File: src/nebula_pkg.sv
//////////////////////////////////////////////////
// Nebula shared definitions
// Bus widths, address map, team count and enums
//////////////////////////////////////////////////
`default_nettype none

package nebula_pkg;

    // Wishbone bus widths
    localparam int ADDR_W = 32;
    localparam int DATA_W = 32;
    localparam int SEL_W  = 4;

    // Pads and teams
    localparam int GPIO_W     = 38;
    localparam int NUM_TEAMS  = 4;
    localparam int TEAM_SEL_W = 3;                 // Holds values past NUM_TEAMS
    localparam int TEAM_IDX_W = $clog2(NUM_TEAMS); // Index into the team array

    // SRAM geometry
    localparam int SRAM_WORDS = 256;
    localparam int SRAM_AW    = 8;

    // Address map, region picked by the top byte
    localparam logic [ADDR_W-1:0] SRAM_BASE   = 32'h3000_0000;
    localparam logic [ADDR_W-1:0] GPIO_BASE   = 32'h3100_0000;
    localparam logic [ADDR_W-1:0] REGION_MASK = 32'hFF00_0000;

    // Arbiter grant state
    typedef enum logic [1:0] {
        ARB_IDLE,
        ARB_HOST,
        ARB_PROJ
    } arb_state_e;

    // Decoder target
    typedef enum logic [1:0] {
        REGION_SRAM,
        REGION_GPIO,
        REGION_NONE
    } region_e;

    typedef logic [GPIO_W-1:0] gpio_vec_t;
    typedef gpio_vec_t [NUM_TEAMS-1:0] team_gpio_t; // One pad vector per team

endpackage

`default_nettype wire
File: src/wb_if.sv
//////////////////////////////////////////////////
// Wishbone classic bus bundle
//////////////////////////////////////////////////
`timescale 1ns/1ns
`default_nettype none

interface wb_if import nebula_pkg::*; ();

    logic              cyc;
    logic              stb;
    logic              we;
    logic [ADDR_W-1:0] adr;
    logic [DATA_W-1:0] dat_w;  // Manager to subordinate
    logic [SEL_W-1:0]  sel;
    logic [DATA_W-1:0] dat_r;  // Subordinate to manager
    logic              ack;

    // Bus manager side
    modport mgr (
        output cyc, stb, we, adr, dat_w, sel,
        input  dat_r, ack
    );

    // Bus subordinate side
    modport sub (
        input  cyc, stb, we, adr, dat_w, sel,
        output dat_r, ack
    );

endinterface

`default_nettype wire

File: src/gpio_control.sv
//////////////////////////////////////////////////
// Team-select register that steers one team's
// outputs and enables onto the shared pads
//////////////////////////////////////////////////
`timescale 1ns/1ns
`default_nettype none

module gpio_control import nebula_pkg::*; (
    input  logic       wb_clk_i,
    input  logic       rst_n_i,
    wb_if.sub          bus_i,
    input  team_gpio_t designs_gpio_out_i,
    input  team_gpio_t designs_gpio_oeb_i,  // Active low enables
    output gpio_vec_t  io_out_o,
    output gpio_vec_t  io_oeb_o
);

    logic [TEAM_SEL_W-1:0] team_sel_q;
    logic [TEAM_IDX_W-1:0] team_idx;
    logic                  team_valid;
    logic                  ack_q;
    logic                  access;

    assign access = bus_i.cyc & bus_i.stb & ~ack_q;

    // Register lives in byte 0
    always_ff @(posedge wb_clk_i or negedge rst_n_i) begin
        if (!rst_n_i) begin
            team_sel_q <= '0;  // Team 0 owns the pads
            ack_q      <= 1'b0;
        end else begin
            ack_q <= access;
            if (access && bus_i.we && bus_i.sel[0]) begin
                team_sel_q <= bus_i.dat_w[TEAM_SEL_W-1:0];
            end
        end
    end

    assign bus_i.ack   = ack_q;
    assign bus_i.dat_r = DATA_W'(team_sel_q);

    assign team_idx   = team_sel_q[TEAM_IDX_W-1:0];
    assign team_valid = (team_sel_q < TEAM_SEL_W'(NUM_TEAMS));

    // Out-of-range select parks every pad as input
    always_comb begin
        if (team_valid) begin
            io_out_o = designs_gpio_out_i[team_idx];
            io_oeb_o = designs_gpio_oeb_i[team_idx];
        end else begin
            io_out_o = '0;
            io_oeb_o = '1;
        end
    end

endmodule

`default_nettype wire

File: src/flat_wrapper.sv
// flat-port wrapper written by rule: the top's interface ports become plain ports
module gpio_control_flat import nebula_pkg::*;
  (wb_clk_i, rst_n_i, designs_gpio_out_i, designs_gpio_oeb_i, io_out_o, io_oeb_o, bus_i_cyc, bus_i_stb, bus_i_we, bus_i_adr, bus_i_dat_w, bus_i_sel, bus_i_dat_r, bus_i_ack);
  wb_if bus_i_i ();
  input  logic wb_clk_i;
  input  logic rst_n_i;
  input  team_gpio_t designs_gpio_out_i;
  input  team_gpio_t designs_gpio_oeb_i;
  output gpio_vec_t io_out_o;
  output gpio_vec_t io_oeb_o;
  input wire logic [$bits(bus_i_i.cyc)-1:0] bus_i_cyc;
  input wire logic [$bits(bus_i_i.stb)-1:0] bus_i_stb;
  input wire logic [$bits(bus_i_i.we)-1:0] bus_i_we;
  input wire logic [$bits(bus_i_i.adr)-1:0] bus_i_adr;
  input wire logic [$bits(bus_i_i.dat_w)-1:0] bus_i_dat_w;
  input wire logic [$bits(bus_i_i.sel)-1:0] bus_i_sel;
  output wire logic [$bits(bus_i_i.dat_r)-1:0] bus_i_dat_r;
  output wire logic [$bits(bus_i_i.ack)-1:0] bus_i_ack;
  assign bus_i_i.cyc = bus_i_cyc;
  assign bus_i_i.stb = bus_i_stb;
  assign bus_i_i.we = bus_i_we;
  assign bus_i_i.adr = bus_i_adr;
  assign bus_i_i.dat_w = bus_i_dat_w;
  assign bus_i_i.sel = bus_i_sel;
  assign bus_i_dat_r = bus_i_i.dat_r;
  assign bus_i_ack = bus_i_i.ack;
  gpio_control u_core (.wb_clk_i(wb_clk_i), .rst_n_i(rst_n_i), .bus_i(bus_i_i), .designs_gpio_out_i(designs_gpio_out_i), .designs_gpio_oeb_i(designs_gpio_oeb_i), .io_out_o(io_out_o), .io_oeb_o(io_oeb_o));
endmodule
File: config.mk
export PLATFORM = sky130hd
export DESIGN_NAME = gpio_control_flat
export DESIGN_NICKNAME = d
export VERILOG_FILES = /design/src/nebula_pkg.sv /design/src/wb_if.sv /design/src/gpio_control.sv /design/src/flat_wrapper.sv
export SDC_FILE = /design/constraint.sdc
export NUM_CORES = 1
export LEC_CHECK = 0
export BUFFER_PORTS_ARGS = -buffer_cell sky130_fd_sc_hd__buf_2
export CAP_MARGIN = 20
export CORE_AREA = 2 2 191 193
export DETAILED_ROUTE_END_ITERATION = 12
export DIE_AREA = 0 0 193 195
export SYNTH_ARGS = -nofsm -noshare
export SYNTH_HDL_FRONTEND = slang
export SYNTH_SLANG_ARGS = --single-unit
File: constraint.sdc
create_clock -name wb_clk_i -period 2.6 [get_ports wb_clk_i]
set_clock_uncertainty 0.15 [all_clocks]
set_input_delay 0.26 -clock wb_clk_i [delete_from_list [all_inputs] [get_ports wb_clk_i]]
set_output_delay 0.26 -clock wb_clk_i [all_outputs]
set_load 0.02 [all_outputs]
==> qor.yml <==
outcome: "completed"
first_pass_iters: 4
ant_nets: 0
slew_headroom_pct: 54.52
fillers: 4042
ys_ff_latch: 4
antenna_found_initial: 6
cp_max_fo: 23
maxCapViolCount: 0
htreeDepth: 1
rsz0062_at_grt: "false"
synthArstFlopShare_pct: 100.0
synth_top_area_cell: "mux4_2"
core_um2: 35400
clockRootBuffer: "clkbuf_16"
critPathLaunchType: "flip-flop"
std_cell_rows: 69
dieWidth_um: 193
track_usage_pct: 6.600
hold_viol_final: 0
drtIter0Drc: 109
cts.sinks: 4
viasPerCell: 3.267
synth_edf_count: 0
power.density_nw_per_um2: 530.3
ys_seq_area_share_pct: 3.678
tightest_slew_ps: 682.2
postCtsSetupBuffers: 0
fin_setup_tns_ps: 0
cts_buffers: 3
io_pins: 486
yosysUniqueCellTypes: 13
worst_ep_arrival_time_ps: 2020
cts_tree: "done"
drc: 0
min_period_over_period_pct: 93.29
synth_cells: 217
setup_violations: 0
port_buffers: 392
vias: 3473
regArea_um2: 108.9
fin_crit_ps: 2426
peakVddDrop_v: 0.0006873
synth_ff_type: "dfrtp_1"
crit_required_ps: 2190
worstSetupPathType: "reg2out"
multi_input_area_um2: 2345
holdCritPathClass: "in2reg"
grt_pass1_wl_um: 19010
clock_latency_ps: 220
totalWireLength_um: 14150
synth_area_per_cell_um2: 12.54
die_area_um2: 37640
drive_above_1_share_pct: 81.91
grt_max_degree: 46
cts_buffer_depth: 2
p_leak_nw: 2.449
gp_congestion: 0.7894
mappedNetlistArea_um2: 2721
dp_hpwl_um: 12650
end_kind: "primary output"
fp.dieH_um: 195
synthMostInstantiatedCell: "mux4_2"
synth_warnings: 0
path_clk_slew_ps: 30
wl_per_cell_um: 13.32
fmax_mhz: 412.3
grt-ovfl-total: 0
synthTopCellsByArea: "mux4_2, nor2b_1, buf_4, or2_1, dfrtp_1"
cts_hold_buf: 1
synth_common_cells: "mux4_2, nor2b_1, or2_1, buf_4, clkbuf_1"
ctsResizeCount: 0
final_nets: 975
slew_violations: 0
grt_pass1_vias: 3468
yosysTopAreaCellShare_pct: 62.90
total_power_mw: 2.767
fin_area_um2: 5219
initial_core_util_pct: 7.688
layout-area-overhead-vs-synth_pct: 91.77
placed_cell_area_um2: 5117
cell families after synthesis:
family / count (synthesis) / synth area share (%)
mux: 79 / 64.14
buf+inv: 55 / 14.02
flops: 4 / 3.678
simple gates: 78 / 18.02
other cells: 1 / 0.1378
metrics by stage:
step / hold WS (ps) / setup WS [ps] / instances / utilization [%]
2_1_floorplan: -185.6 / 566.4 / 245 / -
3_3_place_gp: -83.87 / 351.0 / 1053 / 14.46
3_5_place_dp: -80.07 / 342.0 / 1053 / 14.46
4_1_cts: 121.2 / 109.6 / 1058 / 14.71
5_1_grt: 122.5 / 44.80 / 1059 / 14.72
6_report: 121.9 / 174.4 / 1063 / 14.74
critical path, stage by stage, from the launching register on:
cell	delay (ps)
dfrtp_4	570
buf_12	260
mux4_2	530
or2_1	250
buf_2	170
cell type report:
| cell class | count | area share [%] |
|---|---|---|
| tap | 461 | 11.05 |
| clock buffer | 4 | 1.510 |
| antenna | 5 | 0.2398 |
| timing repair buffer | 403 | 40.18 |
| multi-input combinational | 186 | 44.93 |
| sequential | 4 | 2.086 |
routing by layer:
metal | wire length (µm) | part of all wire [%] | track usage, %
met1 | 5413 | 38 | 7.774
met2 | 7156 | 51 | 12.27
met3 | 1537 | 11 | 1.941
met4 | 46 | 0.32 | 0.3086
met5 | 0 | 0 | 0
registers in the layout, summed over array words and instances (netlist names):
name / flops
u_core.team_sel_q: 3
u_core.bus_i.ack: 1
layout by cell type, fill, tap and decap left out:
master,synthesis,routed
and3b_1,1,1
nor2b_1,38,38
mux2_2,3,3
clkbuf_1,12,1
dlygate4sd3_1,0,1
or2_2,2,2
dfrtp_4,0,2
mux4_2,76,76
dfrtp_1,4,1
dfrtp_2,0,1
clkbuf_16,0,3
diode_2,0,5
buf_2,5,392
buf_12,0,4
or2_1,36,36
and3_1,1,1
buf_4,31,6
conb_1,1,29
report_power, final:
group / switching, mW / internal, mW
Clock: 0.0462 / 0.203
Combinational: 1.14 / 1.18
Sequential: 0.116 / 0.0794
worst paths after layout:
check | from | to | slack (ps) | cells past startpoint
setup / recovery | u_core.team_sel_q[0]$_DFFE_PN0P_ | io_oeb_o[29] | 170 | 4
hold / removal | bus_i_dat_w[1] | u_core.team_sel_q[1]$_DFFE_PN0P_ | 120 | 2
setup reg to reg | u_core.team_sel_q[1]$_DFFE_PN0P_ | u_core.team_sel_q[1]$_DFFE_PN0P_ | 1160 | 2
hold reg to reg | u_core.bus_i.ack$_DFF_PN0_ | u_core.bus_i.ack$_DFF_PN0_ | 420 | 1
max in group asynchronous | rst_n_i | u_core.team_sel_q[0]$_DFFE_PN0P_ | 1930 | 2
min in group asynchronous | rst_n_i | u_core.team_sel_q[1]$_DFFE_PN0P_ | 220 | 2
Power figures use the tool's default switching activity.
