--- src/nebula_pkg.sv ---
//////////////////////////////////////////////////
// Nebula shared definitions
// Bus widths, address map, team count and enums
//////////////////////////////////////////////////
`default_nettype none

package nebula_pkg;

    // Wishbone bus widths
    localparam int ADDR_W = 32;
    localparam int DATA_W = 32;
    localparam int SEL_W  = 4;

    // Pads and teams
    localparam int GPIO_W     = 38;
    localparam int NUM_TEAMS  = 4;
    localparam int TEAM_SEL_W = 3;                 // Holds values past NUM_TEAMS
    localparam int TEAM_IDX_W = $clog2(NUM_TEAMS); // Index into the team array

    // SRAM geometry
    localparam int SRAM_WORDS = 256;
    localparam int SRAM_AW    = 8;

    // Address map, region picked by the top byte
    localparam logic [ADDR_W-1:0] SRAM_BASE   = 32'h3000_0000;
    localparam logic [ADDR_W-1:0] GPIO_BASE   = 32'h3100_0000;
    localparam logic [ADDR_W-1:0] REGION_MASK = 32'hFF00_0000;

    // Arbiter grant state
    typedef enum logic [1:0] {
        ARB_IDLE,
        ARB_HOST,
        ARB_PROJ
    } arb_state_e;

    // Decoder target
    typedef enum logic [1:0] {
        REGION_SRAM,
        REGION_GPIO,
        REGION_NONE
    } region_e;

    typedef logic [GPIO_W-1:0] gpio_vec_t;
    typedef gpio_vec_t [NUM_TEAMS-1:0] team_gpio_t; // One pad vector per team

endpackage

`default_nettype wire
--- src/wb_if.sv ---
//////////////////////////////////////////////////
// Wishbone classic bus bundle
//////////////////////////////////////////////////
`timescale 1ns/1ns
`default_nettype none

interface wb_if import nebula_pkg::*; ();

    logic              cyc;
    logic              stb;
    logic              we;
    logic [ADDR_W-1:0] adr;
    logic [DATA_W-1:0] dat_w;  // Manager to subordinate
    logic [SEL_W-1:0]  sel;
    logic [DATA_W-1:0] dat_r;  // Subordinate to manager
    logic              ack;

    // Bus manager side
    modport mgr (
        output cyc, stb, we, adr, dat_w, sel,
        input  dat_r, ack
    );

    // Bus subordinate side
    modport sub (
        input  cyc, stb, we, adr, dat_w, sel,
        output dat_r, ack
    );

endinterface

`default_nettype wire

--- src/wb_decoder.sv ---
//////////////////////////////////////////////////
// Address decoder for the shared bus, with an
// ack-and-zero responder for unmapped space
//////////////////////////////////////////////////
`timescale 1ns/1ns
`default_nettype none

module wb_decoder import nebula_pkg::*; (
    input  logic wb_clk_i,
    input  logic rst_n_i,
    wb_if.sub    shared_i,
    wb_if.mgr    sram_o,
    wb_if.mgr    gpio_o
);

    region_e region;
    logic    hit_sram;
    logic    hit_gpio;
    logic    none_ack_q;  // Unmapped responder
    logic    none_req;

    // Region from the top address byte
    always_comb begin
        if ((shared_i.adr & REGION_MASK) == (SRAM_BASE & REGION_MASK)) begin
            region = REGION_SRAM;
        end else if ((shared_i.adr & REGION_MASK) == (GPIO_BASE & REGION_MASK)) begin
            region = REGION_GPIO;
        end else begin
            region = REGION_NONE;
        end
    end

    assign hit_sram = (region == REGION_SRAM);
    assign hit_gpio = (region == REGION_GPIO);

    // SRAM leg
    assign sram_o.cyc   = shared_i.cyc & hit_sram;
    assign sram_o.stb   = shared_i.stb & hit_sram;
    assign sram_o.we    = shared_i.we;
    assign sram_o.adr   = shared_i.adr;
    assign sram_o.dat_w = shared_i.dat_w;
    assign sram_o.sel   = shared_i.sel;

    // GPIO control leg
    assign gpio_o.cyc   = shared_i.cyc & hit_gpio;
    assign gpio_o.stb   = shared_i.stb & hit_gpio;
    assign gpio_o.we    = shared_i.we;
    assign gpio_o.adr   = shared_i.adr;
    assign gpio_o.dat_w = shared_i.dat_w;
    assign gpio_o.sel   = shared_i.sel;

    assign none_req = shared_i.cyc & shared_i.stb & (region == REGION_NONE);

    // One-cycle pulse, writes are dropped
    always_ff @(posedge wb_clk_i or negedge rst_n_i) begin
        if (!rst_n_i) begin
            none_ack_q <= 1'b0;
        end else begin
            none_ack_q <= none_req & ~none_ack_q;
        end
    end

    // Response mux back to the arbiter
    always_comb begin
        case (region)
            REGION_SRAM: begin
                shared_i.ack   = sram_o.ack;
                shared_i.dat_r = sram_o.dat_r;
            end
            REGION_GPIO: begin
                shared_i.ack   = gpio_o.ack;
                shared_i.dat_r = gpio_o.dat_r;
            end
            default: begin
                shared_i.ack   = none_ack_q;
                shared_i.dat_r = '0;  // Unmapped reads return zero
            end
        endcase
    end

endmodule

`default_nettype wire

--- src/flat_wrapper.sv ---
// flat-port wrapper written by rule: the top's interface ports become plain ports
module wb_decoder_flat import nebula_pkg::*;
  (wb_clk_i, rst_n_i, shared_i_cyc, shared_i_stb, shared_i_we, shared_i_adr, shared_i_dat_w, shared_i_sel, shared_i_dat_r, shared_i_ack, sram_o_cyc, sram_o_stb, sram_o_we, sram_o_adr, sram_o_dat_w, sram_o_sel, sram_o_dat_r, sram_o_ack, gpio_o_cyc, gpio_o_stb, gpio_o_we, gpio_o_adr, gpio_o_dat_w, gpio_o_sel, gpio_o_dat_r, gpio_o_ack);
  wb_if shared_i_i ();
  wb_if sram_o_i ();
  wb_if gpio_o_i ();
  input  logic wb_clk_i;
  input  logic rst_n_i;
  input wire logic [$bits(shared_i_i.cyc)-1:0] shared_i_cyc;
  input wire logic [$bits(shared_i_i.stb)-1:0] shared_i_stb;
  input wire logic [$bits(shared_i_i.we)-1:0] shared_i_we;
  input wire logic [$bits(shared_i_i.adr)-1:0] shared_i_adr;
  input wire logic [$bits(shared_i_i.dat_w)-1:0] shared_i_dat_w;
  input wire logic [$bits(shared_i_i.sel)-1:0] shared_i_sel;
  output wire logic [$bits(shared_i_i.dat_r)-1:0] shared_i_dat_r;
  output wire logic [$bits(shared_i_i.ack)-1:0] shared_i_ack;
  output wire logic [$bits(sram_o_i.cyc)-1:0] sram_o_cyc;
  output wire logic [$bits(sram_o_i.stb)-1:0] sram_o_stb;
  output wire logic [$bits(sram_o_i.we)-1:0] sram_o_we;
  output wire logic [$bits(sram_o_i.adr)-1:0] sram_o_adr;
  output wire logic [$bits(sram_o_i.dat_w)-1:0] sram_o_dat_w;
  output wire logic [$bits(sram_o_i.sel)-1:0] sram_o_sel;
  input wire logic [$bits(sram_o_i.dat_r)-1:0] sram_o_dat_r;
  input wire logic [$bits(sram_o_i.ack)-1:0] sram_o_ack;
  output wire logic [$bits(gpio_o_i.cyc)-1:0] gpio_o_cyc;
  output wire logic [$bits(gpio_o_i.stb)-1:0] gpio_o_stb;
  output wire logic [$bits(gpio_o_i.we)-1:0] gpio_o_we;
  output wire logic [$bits(gpio_o_i.adr)-1:0] gpio_o_adr;
  output wire logic [$bits(gpio_o_i.dat_w)-1:0] gpio_o_dat_w;
  output wire logic [$bits(gpio_o_i.sel)-1:0] gpio_o_sel;
  input wire logic [$bits(gpio_o_i.dat_r)-1:0] gpio_o_dat_r;
  input wire logic [$bits(gpio_o_i.ack)-1:0] gpio_o_ack;
  assign shared_i_i.cyc = shared_i_cyc;
  assign shared_i_i.stb = shared_i_stb;
  assign shared_i_i.we = shared_i_we;
  assign shared_i_i.adr = shared_i_adr;
  assign shared_i_i.dat_w = shared_i_dat_w;
  assign shared_i_i.sel = shared_i_sel;
  assign shared_i_dat_r = shared_i_i.dat_r;
  assign shared_i_ack = shared_i_i.ack;
  assign sram_o_cyc = sram_o_i.cyc;
  assign sram_o_stb = sram_o_i.stb;
  assign sram_o_we = sram_o_i.we;
  assign sram_o_adr = sram_o_i.adr;
  assign sram_o_dat_w = sram_o_i.dat_w;
  assign sram_o_sel = sram_o_i.sel;
  assign sram_o_i.dat_r = sram_o_dat_r;
  assign sram_o_i.ack = sram_o_ack;
  assign gpio_o_cyc = gpio_o_i.cyc;
  assign gpio_o_stb = gpio_o_i.stb;
  assign gpio_o_we = gpio_o_i.we;
  assign gpio_o_adr = gpio_o_i.adr;
  assign gpio_o_dat_w = gpio_o_i.dat_w;
  assign gpio_o_sel = gpio_o_i.sel;
  assign gpio_o_i.dat_r = gpio_o_dat_r;
  assign gpio_o_i.ack = gpio_o_ack;
  wb_decoder u_core (.wb_clk_i(wb_clk_i), .rst_n_i(rst_n_i), .shared_i(shared_i_i), .sram_o(sram_o_i), .gpio_o(gpio_o_i));
endmodule
--- config.mk ---
export PLATFORM = sky130hd
export DESIGN_NAME = wb_decoder_flat
export DESIGN_NICKNAME = d
export VERILOG_FILES = /design/src/nebula_pkg.sv /design/src/wb_if.sv /design/src/wb_decoder.sv /design/src/flat_wrapper.sv
export SDC_FILE = /design/constraint.sdc
export NUM_CORES = 1
export LEC_CHECK = 0
export ABC_CLOCK_PERIOD_IN_PS = 1700
export BUFFER_PORTS_ARGS = -buffer_cell sky130_fd_sc_hd__clkbuf_2
export CAP_MARGIN = 0
export CELL_PAD_IN_SITES_DETAIL_PLACEMENT = 0
export CELL_PAD_IN_SITES_GLOBAL_PLACEMENT = 1
export CORE_AREA = 2 2 122 124
export CTS_CLUSTER_DIAMETER = 30
export DETAILED_ROUTE_END_ITERATION = 10
export DIE_AREA = 0 0 124 126
export PLACE_DENSITY_LB_ADDON = 0.1
export SYNTH_ARGS = -nofsm -noshare
export SYNTH_HDL_FRONTEND = slang
export SYNTH_SLANG_ARGS = --single-unit
--- constraint.sdc ---
create_clock -name wb_clk_i -period 1.7 [get_ports wb_clk_i]
set_clock_uncertainty 0.1 [all_clocks]
set_input_delay 0 -clock wb_clk_i [delete_from_list [all_inputs] [get_ports wb_clk_i]]
set_output_delay 0 -clock wb_clk_i [all_outputs]
set_load 0.01 [all_outputs]
==> impl_metrics.env <==
export IMPL_setup_slack_ns=0.375
export IMPL_p_comb_frac=0.943
export IMPL_dp_hpwl_mm=3.78
export IMPL_slew_headroom=0.737
export IMPL_p_int_uw=246
export IMPL_setup_viol=0
export IMPL_wl_per_cell_um=10.7
export IMPL_vias=1439
export IMPL_synth_top_area_frac=0.628
export IMPL_rows=44
export IMPL_diodes=0
export IMPL_port_buffers=130
export IMPL_cts_resized=0
export IMPL_hold_path_class="primary input to primary output"
export IMPL_grt_max_degree=24
export IMPL_postCtsSetupBuffers=0
export IMPL_critPathKind="primary input to primary output"
export IMPL_antenna_found_initial=0
export IMPL_io_pins=314
export IMPL_vias_per_cell=3.14
export IMPL_place_ws_ns=0.324
export IMPL_slew_viol_final=0
export IMPL_die_y_um=126
export IMPL_power_leakage_nw=1.12
export IMPL_coreArea_mm2=0.0143
export IMPL_layout_drive_gt1_share=0.505
export IMPL_clock_power_share=0
export IMPL_swShare=0.474
export IMPL_fp_dieW_um=124
export IMPL_fillers=1673
export IMPL_reg_largest_list="u_core.none_ack_q: 1 flops"
export IMPL_yosys_warnings=0
export IMPL_min_period_ns=1.32
export IMPL_grt_overflow_total=0
export IMPL_status="complete, no violations"
export IMPL_die_area_mm2=0.0156
export IMPL_ir_worst_vdd_mv=0.129
export IMPL_synth_ff_latch_count=1
export IMPL_p_sw_uw=221
export IMPL_syn_nets=363
export IMPL_setup_tns_ns=0
export IMPL_synth_seq_area_share=0.0151
export IMPL_drt_pass1_iter_count=4
export IMPL_max_cap_viol_count=0
export IMPL_insertion_delay_ns=0
export IMPL_period_share=0.779
export IMPL_drtAntennaViolNets=0
export IMPL_area_growth_syn_to_layout_pct=25.6
export IMPL_grt_usage=0.0491
export IMPL_arrival_ns=1.22
export IMPL_synth_area_leader_cell="buf_4"
export IMPL_top_register="u_core.none_ack_q"
export IMPL_worstPathRequired_ns=1.60
export IMPL_dr_first_iter_drc_count=5
export IMPL_first_global_vias=1301
export IMPL_rsz0062_at_grt="no"
export IMPL_gp_congestion=0.598
export IMPL_nets=416
export IMPL_cp_start_kind="primary input"
export IMPL_netlist_instances=224
export IMPL_worstSetupEndpointType="primary output"
export IMPL_start_util=0.116
export IMPL_largest_reg_flops=1
export IMPL_hold_viol_final=0
export IMPL_grt_pass1_wl_mm=6.18
export IMPL_tightest_slew_ns=0.395
export IMPL_path_max_fanout=22
export IMPL_syn_area_mm2=0.00166
export IMPL_fmax_mhz=755
export IMPL_synthTopCellsByArea="buf_4 63%, mux2i_1 19%, nor2_1 7.0%, buf_6 2.7%, dfrtp_1 1.5%"
export IMPL_yosys_cell_types_count=13
export IMPL_power_density_mw_per_mm2=224
export IMPL_avgSynthCellArea_um2=7.42
export IMPL_drc_errors=0
export IMPL_pwr_share_seq=0.057
export IMPL_routed_wl_mm=4.93
-- cell families after synthesis --
group         synth area share
simple gates             0.102
buf+inv                  0.677
flops                   0.0151
mux                      0.206
-- per-stage QoR --
| step | hold WS [ns] | area [um^2] | total power [mW] | util | cells |
|---|---|---|---|---|---|
| after global placement | -0.324 | 1470 | 0.250 | 0.102 | 397 |
| after detailed placement | -0.323 | 1470 | 0.249 | 0.102 | 397 |
| after CTS | 0.119 | 2090 | 0.476 | 0.146 | 459 |
| final | 0.117 | 2090 | 0.467 | 0.146 | 459 |
| after global routing | 0.125 | 2090 | 0.506 | 0.146 | 459 |
| after floorplan | -0.396 | 1660 | 0.445 | - | 224 |
-- synth_stat cells, drive strengths merged --
library cell and number:
buf 146, nor2 33, mux2i 32, nor3 5, inv 3, mux2 2
dfrtp 1, nand4 1, nor4b 1
-- final cells by class --
class | count | area (um^2) | share of cell area
Multi-Input combinational cell | 74 | 512 | 0.245
Tap cell | 184 | 230 | 0.110
Timing Repair Buffer | 197 | 1310 | 0.627
Sequential cell | 1 | 25.0 | 0.0120
Inverter | 3 | 11.3 | 0.00540
-- power groups by stage --
stage / logic, mW / clock network, mW / registers [mW]
CTS: 0.449 / 0 / 0.0268
global placement: 0.224 / 0 / 0.0268
finish: 0.440 / 0 / 0.0265
floorplan: 0.419 / 0 / 0.0260
detailed placement: 0.222 / 0 / 0.0268
global route: 0.479 / 0 / 0.0270
-- cells in the final DEF (no fill, tap or decap) --
| cell | n |
|---|---|
| clkbuf_2 | 130 |
| dlygate4sd3_1 | 62 |
| mux2i_1 | 32 |
| nor2_1 | 31 |
| nor3_1 | 5 |
| buf_4 | 5 |
| inv_1 | 3 |
| mux2_2 | 2 |
| nor2_2 | 2 |
| nand4_1 | 1 |
| nor4b_1 | 1 |
| dfrtp_1 | 1 |
-- path summary, 6_finish.rpt --
path | end | start | slack, ns | cells after the start
min in group asynchronous | u_core.none_ack_q | rst_n_i | 0.23 | 2
hold reg to reg | u_core.none_ack_q | u_core.none_ack_q | 0.35 | 1
setup / recovery | shared_i_ack | shared_i_adr[31] | 0.38 | 6
hold / removal | gpio_o_adr[27] | shared_i_adr[27] | 0.12 | 2
max in group asynchronous | u_core.none_ack_q | rst_n_i | 1.19 | 2
setup reg to reg | u_core.none_ack_q | u_core.none_ack_q | 0.82 | 1
-- routing by layer --
metal	vias to the layer above	GRT usage	wire, um
li1	669	-	-
met1	628	0.0404	1360
met2	140	0.120	2990
met3	2	0.00362	571
met4	0	0.00132	6
met5	-	0	0
-- timing repair --
action / 4_1_cts / 5_1_grt
hold buffers: 62 / 0
setup endpoints to repair: 0 / 0
endpoints found under the hold margin: 123 / 0
-- worst max-delay path, cell delays in order --
cell      delay, ns
clkbuf_2       0.10
nor3_1         0.23
nand4_1        0.20
buf_4          0.28
mux2_2         0.29
clkbuf_2       0.13
(Power assumes the default switching activity.)
