<file path="src/nebula_pkg.sv">
//////////////////////////////////////////////////
// Nebula shared definitions
// Bus widths, address map, team count and enums
//////////////////////////////////////////////////
`default_nettype none

package nebula_pkg;

    // Wishbone bus widths
    localparam int ADDR_W = 32;
    localparam int DATA_W = 32;
    localparam int SEL_W  = 4;

    // Pads and teams
    localparam int GPIO_W     = 38;
    localparam int NUM_TEAMS  = 4;
    localparam int TEAM_SEL_W = 3;                 // Holds values past NUM_TEAMS
    localparam int TEAM_IDX_W = $clog2(NUM_TEAMS); // Index into the team array

    // SRAM geometry
    localparam int SRAM_WORDS = 256;
    localparam int SRAM_AW    = 8;

    // Address map, region picked by the top byte
    localparam logic [ADDR_W-1:0] SRAM_BASE   = 32'h3000_0000;
    localparam logic [ADDR_W-1:0] GPIO_BASE   = 32'h3100_0000;
    localparam logic [ADDR_W-1:0] REGION_MASK = 32'hFF00_0000;

    // Arbiter grant state
    typedef enum logic [1:0] {
        ARB_IDLE,
        ARB_HOST,
        ARB_PROJ
    } arb_state_e;

    // Decoder target
    typedef enum logic [1:0] {
        REGION_SRAM,
        REGION_GPIO,
        REGION_NONE
    } region_e;

    typedef logic [GPIO_W-1:0] gpio_vec_t;
    typedef gpio_vec_t [NUM_TEAMS-1:0] team_gpio_t; // One pad vector per team

endpackage

`default_nettype wire
</file>
<file path="src/wb_if.sv">
//////////////////////////////////////////////////
// Wishbone classic bus bundle
//////////////////////////////////////////////////
`timescale 1ns/1ns
`default_nettype none

interface wb_if import nebula_pkg::*; ();

    logic              cyc;
    logic              stb;
    logic              we;
    logic [ADDR_W-1:0] adr;
    logic [DATA_W-1:0] dat_w;  // Manager to subordinate
    logic [SEL_W-1:0]  sel;
    logic [DATA_W-1:0] dat_r;  // Subordinate to manager
    logic              ack;

    // Bus manager side
    modport mgr (
        output cyc, stb, we, adr, dat_w, sel,
        input  dat_r, ack
    );

    // Bus subordinate side
    modport sub (
        input  cyc, stb, we, adr, dat_w, sel,
        output dat_r, ack
    );

endinterface

`default_nettype wire

</file>
<file path="src/wb_arbiter.sv">
//////////////////////////////////////////////////
// Round-robin arbiter between host and project
// managers onto the shared Wishbone bus
//////////////////////////////////////////////////
`timescale 1ns/1ns
`default_nettype none

module wb_arbiter import nebula_pkg::*; (
    input  logic wb_clk_i,
    input  logic rst_n_i,
    wb_if.sub    host_i,
    wb_if.sub    proj_i,
    wb_if.mgr    shared_o
);

    arb_state_e state_q;
    arb_state_e state_d;
    logic       last_proj_q;  // Project had the bus last
    logic       last_proj_d;
    logic       host_req;
    logic       proj_req;
    logic       grant_host;
    logic       grant_proj;

    assign host_req = host_i.cyc & host_i.stb;
    assign proj_req = proj_i.cyc & proj_i.stb;

    // Grant decision, only taken from idle
    always_comb begin
        state_d     = state_q;
        last_proj_d = last_proj_q;
        case (state_q)
            ARB_IDLE: begin
                if (host_req && (!proj_req || last_proj_q)) begin
                    state_d     = ARB_HOST;
                    last_proj_d = 1'b0;
                end else if (proj_req) begin
                    state_d     = ARB_PROJ;
                    last_proj_d = 1'b1;
                end
            end
            ARB_HOST: begin
                if (!host_i.cyc) state_d = ARB_IDLE; // Cycle ended
            end
            ARB_PROJ: begin
                if (!proj_i.cyc) state_d = ARB_IDLE;
            end
            default: state_d = ARB_IDLE;
        endcase
    end

    always_ff @(posedge wb_clk_i or negedge rst_n_i) begin
        if (!rst_n_i) begin
            state_q     <= ARB_IDLE;
            last_proj_q <= 1'b1;  // Host wins the first tie
        end else begin
            state_q     <= state_d;
            last_proj_q <= last_proj_d;
        end
    end

    assign grant_host = (state_q == ARB_HOST);
    assign grant_proj = (state_q == ARB_PROJ);

    // Request path, strobes quiet while idle
    assign shared_o.cyc   = (grant_host & host_i.cyc) | (grant_proj & proj_i.cyc);
    assign shared_o.stb   = (grant_host & host_i.stb) | (grant_proj & proj_i.stb);
    assign shared_o.we    = grant_proj ? proj_i.we    : host_i.we;
    assign shared_o.adr   = grant_proj ? proj_i.adr   : host_i.adr;
    assign shared_o.dat_w = grant_proj ? proj_i.dat_w : host_i.dat_w;
    assign shared_o.sel   = grant_proj ? proj_i.sel   : host_i.sel;

    // Response goes back to the winner only
    assign host_i.ack   = grant_host & shared_o.ack;
    assign host_i.dat_r = grant_host ? shared_o.dat_r : '0;
    assign proj_i.ack   = grant_proj & shared_o.ack;
    assign proj_i.dat_r = grant_proj ? shared_o.dat_r : '0;

endmodule

`default_nettype wire

</file>
<file path="src/flat_wrapper.sv">
// flat-port wrapper written by rule: the top's interface ports become plain ports
module wb_arbiter_flat import nebula_pkg::*;
  (wb_clk_i, rst_n_i, host_i_cyc, host_i_stb, host_i_we, host_i_adr, host_i_dat_w, host_i_sel, host_i_dat_r, host_i_ack, proj_i_cyc, proj_i_stb, proj_i_we, proj_i_adr, proj_i_dat_w, proj_i_sel, proj_i_dat_r, proj_i_ack, shared_o_cyc, shared_o_stb, shared_o_we, shared_o_adr, shared_o_dat_w, shared_o_sel, shared_o_dat_r, shared_o_ack);
  wb_if host_i_i ();
  wb_if proj_i_i ();
  wb_if shared_o_i ();
  input  logic wb_clk_i;
  input  logic rst_n_i;
  input wire logic [$bits(host_i_i.cyc)-1:0] host_i_cyc;
  input wire logic [$bits(host_i_i.stb)-1:0] host_i_stb;
  input wire logic [$bits(host_i_i.we)-1:0] host_i_we;
  input wire logic [$bits(host_i_i.adr)-1:0] host_i_adr;
  input wire logic [$bits(host_i_i.dat_w)-1:0] host_i_dat_w;
  input wire logic [$bits(host_i_i.sel)-1:0] host_i_sel;
  output wire logic [$bits(host_i_i.dat_r)-1:0] host_i_dat_r;
  output wire logic [$bits(host_i_i.ack)-1:0] host_i_ack;
  input wire logic [$bits(proj_i_i.cyc)-1:0] proj_i_cyc;
  input wire logic [$bits(proj_i_i.stb)-1:0] proj_i_stb;
  input wire logic [$bits(proj_i_i.we)-1:0] proj_i_we;
  input wire logic [$bits(proj_i_i.adr)-1:0] proj_i_adr;
  input wire logic [$bits(proj_i_i.dat_w)-1:0] proj_i_dat_w;
  input wire logic [$bits(proj_i_i.sel)-1:0] proj_i_sel;
  output wire logic [$bits(proj_i_i.dat_r)-1:0] proj_i_dat_r;
  output wire logic [$bits(proj_i_i.ack)-1:0] proj_i_ack;
  output wire logic [$bits(shared_o_i.cyc)-1:0] shared_o_cyc;
  output wire logic [$bits(shared_o_i.stb)-1:0] shared_o_stb;
  output wire logic [$bits(shared_o_i.we)-1:0] shared_o_we;
  output wire logic [$bits(shared_o_i.adr)-1:0] shared_o_adr;
  output wire logic [$bits(shared_o_i.dat_w)-1:0] shared_o_dat_w;
  output wire logic [$bits(shared_o_i.sel)-1:0] shared_o_sel;
  input wire logic [$bits(shared_o_i.dat_r)-1:0] shared_o_dat_r;
  input wire logic [$bits(shared_o_i.ack)-1:0] shared_o_ack;
  assign host_i_i.cyc = host_i_cyc;
  assign host_i_i.stb = host_i_stb;
  assign host_i_i.we = host_i_we;
  assign host_i_i.adr = host_i_adr;
  assign host_i_i.dat_w = host_i_dat_w;
  assign host_i_i.sel = host_i_sel;
  assign host_i_dat_r = host_i_i.dat_r;
  assign host_i_ack = host_i_i.ack;
  assign proj_i_i.cyc = proj_i_cyc;
  assign proj_i_i.stb = proj_i_stb;
  assign proj_i_i.we = proj_i_we;
  assign proj_i_i.adr = proj_i_adr;
  assign proj_i_i.dat_w = proj_i_dat_w;
  assign proj_i_i.sel = proj_i_sel;
  assign proj_i_dat_r = proj_i_i.dat_r;
  assign proj_i_ack = proj_i_i.ack;
  assign shared_o_cyc = shared_o_i.cyc;
  assign shared_o_stb = shared_o_i.stb;
  assign shared_o_we = shared_o_i.we;
  assign shared_o_adr = shared_o_i.adr;
  assign shared_o_dat_w = shared_o_i.dat_w;
  assign shared_o_sel = shared_o_i.sel;
  assign shared_o_i.dat_r = shared_o_dat_r;
  assign shared_o_i.ack = shared_o_ack;
  wb_arbiter u_core (.wb_clk_i(wb_clk_i), .rst_n_i(rst_n_i), .host_i(host_i_i), .proj_i(proj_i_i), .shared_o(shared_o_i));
endmodule
</file>
<file path="config.mk">
export PLATFORM = sky130hd
export DESIGN_NAME = wb_arbiter_flat
export DESIGN_NICKNAME = d
export VERILOG_FILES = /design/src/nebula_pkg.sv /design/src/wb_if.sv /design/src/wb_arbiter.sv /design/src/flat_wrapper.sv
export SDC_FILE = /design/constraint.sdc
export NUM_CORES = 1
export LEC_CHECK = 0
export BUFFER_PORTS_ARGS = -buffer_cell sky130_fd_sc_hd__buf_2
export CAP_MARGIN = 20
export CORE_AREA = 2 2 123 125
export CTS_CLUSTER_DIAMETER = 80
export CTS_CLUSTER_SIZE = 30
export DETAILED_ROUTE_END_ITERATION = 6
export DIE_AREA = 0 0 125 127
export PLACE_DENSITY = 0.53
export SETUP_SLACK_MARGIN = 0.2
export SLEW_MARGIN = 40
export SYNTH_ARGS = -nofsm -noshare
export SYNTH_HDL_FRONTEND = slang
export SYNTH_SLANG_ARGS = --single-unit
</file>
<file path="constraint.sdc">
create_clock -name wb_clk_i -period 3.5 [get_ports wb_clk_i]
set_input_delay 0.35 -clock wb_clk_i [delete_from_list [all_inputs] [get_ports wb_clk_i]]
set_output_delay 0.35 -clock wb_clk_i [all_outputs]
set_load 0.02 [all_outputs]
</file>
==> results.toml <==
[floorplanning]
num_io_pins = 314
die_w_um = 125
row_count = 44
die-area_mm2 = 0.0159
start_util = 0.104
coreArea_mm2 = 0.0144
die_h_um = 127

[place]
dp_cells = 653
dp_hpwl_um = 7820
place.gp.congestion = 0.779
io_buffers = 313

[run]
drv_cap = 0

[min_path]
whs_path_depth = 3
worstHoldEndpoint = "u_core.state_q[1]$_DFFE_PN0P_"
worstHoldPathType = "input pin to flip-flop"
hp-start = "proj_i_stb"

[critical_path]
cp_slowest_stage_delay_ns = 0.45
path_cells = "nand2b_4 > buf_12 > mux2_2 > buf_2"
r2r_cells = 2
reg2reg_slack_ns = 2.45
startpoint_type = "flip-flop"
reg2reg_from = "u_core.last_proj_q$_DFFE_PN1P_"
worst_path_max_delay_cell = "dfrtp_1"
path_class = "flip-flop to primary output"
arrival_ns = 2.03
cp_max_fo = 44
required_ns = 3.15
reg2reg_to = "u_core.state_q[0]$_DFFE_PN0P_"
crit_path_end_kind = "primary output"

[clocking]
clk_pin_slew_ns = 0.03
cts-resized-gates = 0
numCtsBuffers = 3
cts-root-buf = "clkbuf_16"
htree_num_levels = 1
cts_tree = "yes"
clk_latency_ns = 0.22
cts_buffer_depth = 2
clock_sinks = 3

[finish]
multi_input_area_mm2 = 0.00134
regArea_um2 = 76.3
diodes = 0
synthToLayoutAreaGrowth_pct = 123
drive_gt1_frac = 0.825
fillCellCount = 1603
finalNonFillerCells = 658
nNetsFinal = 652

[global_route]
grt_pass1_wl_um = 12200
grt_use_total = 0.0962
grt_start_max_net_pins = 45
antenna_found_initial = 0
grt_pass1_vias = 2308
overflow = 0

[yosys]
synthAdderAreaFrac = 0
synth_xor_area_frac = 0
yosysMostFrequentCell = "and2_1"
syn_area_per_cell_um2 = 8.98
synth-compound-area-share = 0.0175
yosys-top-cells-count = "66 x and2_1, 59 x mux2_2, 10 x mux2_4"
async_reset_ff_frac = 1.00
synth-edff-count = 0
yosys-top-cells-area = "mux2_2 44%, and2_1 28%, mux2_4 10%, dfrtp_1 3.3%, dfstp_2 1.8%"
yosysWarnings = 0
ys_seq_area_frac = 0.0509
muxShareOfSynthArea = 0.543
synth.distinct_cells = 20
yosys.area.top_type = "mux2_2"
synthesis.nets = 344
synthCells = 167
netlist_area_mm2 = 0.00150
synth-main-ff-cell = "dfrtp_1"
synth_top_family_by_area = "multiplexers"
ys_ff_latch = 3
synth_top_area_frac = 0.443
synth_simple_gate_area_frac = 0.329

[detailed_routing]
drt_iter0_markers = 47
drc = 0
viasPerCell = 3.68
drt_pass1_iterations = 4
ant_nets = 0
wl_per_cell_um = 13.3
wl_um = 8750
vias = 2419

[power]
finalPower_uw = 868
ir_drop_mv = 0.231
power_density_mw_per_mm2 = 260
p_leak_nw = 2.00

[timing]
fmax_mhz = 421
rsz0062_at_grt = "no"
slew_violations = 0
period_share = 0.679
fin_crit_ns = 2.38
worst_slew_margin_rel = 0.709
hold_viol = 0
setup_viol = 0
setup_tns_ns = 0
worst_pin_slew_ns = 0.437
fin_skew_ns = 0.000241

[run_status]
outcome = "complete, no violations"
-- worst max-delay path by stage --
stage	cells after the start	start	slack (ns)	endpoint
global route	4	u_core.state_q[0]$_DFFE_PN0P_	0.98	shared_o_dat_w[1]
global placement	3	u_core.state_q[0]$_DFFE_PN0P_	1.24	shared_o_dat_w[1]
floorplan	5	u_core.state_q[0]$_DFFE_PN0P_	1.85	shared_o_adr[18]
finish	4	u_core.state_q[0]$_DFFE_PN0P_	1.12	shared_o_dat_w[7]
CTS	4	u_core.state_q[0]$_DFFE_PN0P_	1.09	shared_o_dat_w[1]
detailed placement	4	u_core.state_q[0]$_DFFE_PN0P_	1.32	shared_o_dat_w[1]
-- metal layers --
| metal | wire length, um | up-vias | GRT usage |
|---|---|---|---|
| li1 | - | 1183 | - |
| met1 | 3560 | 1053 | 0.117 |
| met2 | 4360 | 181 | 0.179 |
| met3 | 796 | 2 | 0.0184 |
| met4 | 34 | 0 | 0.0137 |
| met5 | 0 | - | 0 |
-- cells in the final DEF (no fill, tap or decap), drive strengths merged --
master | netlist | routed
nor3b | 1 | 1
nand2b | 1 | 1
dfrtp | 2 | 2
nor4b | 1 | 1
inv | 1 | 1
a2bb2oi | 1 | 1
nor4bb | 1 | 1
dlygate4sd3 | 0 | 1
dfstp | 1 | 1
clkbuf | 6 | 4
a22o | 2 | 2
and2 | 66 | 66
nor2 | 2 | 2
and4b | 1 | 1
nor2b | 3 | 3
and4bb | 1 | 1
mux2 | 69 | 69
buf | 8 | 316
-- stage by stage --
step / hold WS [ns] / setup slack [ns] / util / area (um^2)
global placement: 0.152 / 1.24 / 0.224 / 3230
floorplan: 0.0544 / 1.85 / - / 1500
finish: 0.429 / 1.12 / 0.232 / 3340
CTS: 0.433 / 1.09 / 0.232 / 3340
global route: 0.454 / 0.982 / 0.232 / 3340
detailed placement: 0.149 / 1.32 / 0.226 / 3250
-- area by class of cell --
class | instances | area share
Sequential cell | 3 | 0.0228
Timing Repair Buffer | 317 | 0.482
Clock buffer | 4 | 0.0236
Inverter | 1 | 0.00112
Multi-Input combinational cell | 149 | 0.402
Tap cell | 184 | 0.0689
-- where the power goes --
part | total [mW] | internal [mW] | switching [mW]
combinational | 0.635 | 0.290 | 0.346
sequential | 0.0548 | 0.0452 | 0.00959
clock | 0.178 | 0.150 | 0.0279
-- cells by family (layout without fill, tap and decap cells) --
| kind of cell | after synthesis | in the layout |
|---|---|---|
| mux | 69 | 69 |
| simple gates | 77 | 77 |
| compound gates | 3 | 3 |
| flops | 3 | 3 |
| buf+inv | 15 | 322 |
-- sequential cells by signal, indices dropped and copies added (netlist names) --
register	count
u_core.last_proj_q	1
u_core.state_q	2
-- worst max-delay path: cells and delay by family, from the launching register on --
kind          cells  cell delay, ns
buf+inv           2            0.47
flops             1            0.45
simple gates      1            0.44
mux               1            0.39
-- timing repair --
| item | CTS | global route |
|---|---|---|
| hold endpoints to repair | 2 | 0 |
| hold buffers | 1 | 0 |
| setup buffers | 0 | 0 |
Power figures use the tool's default switching activity.
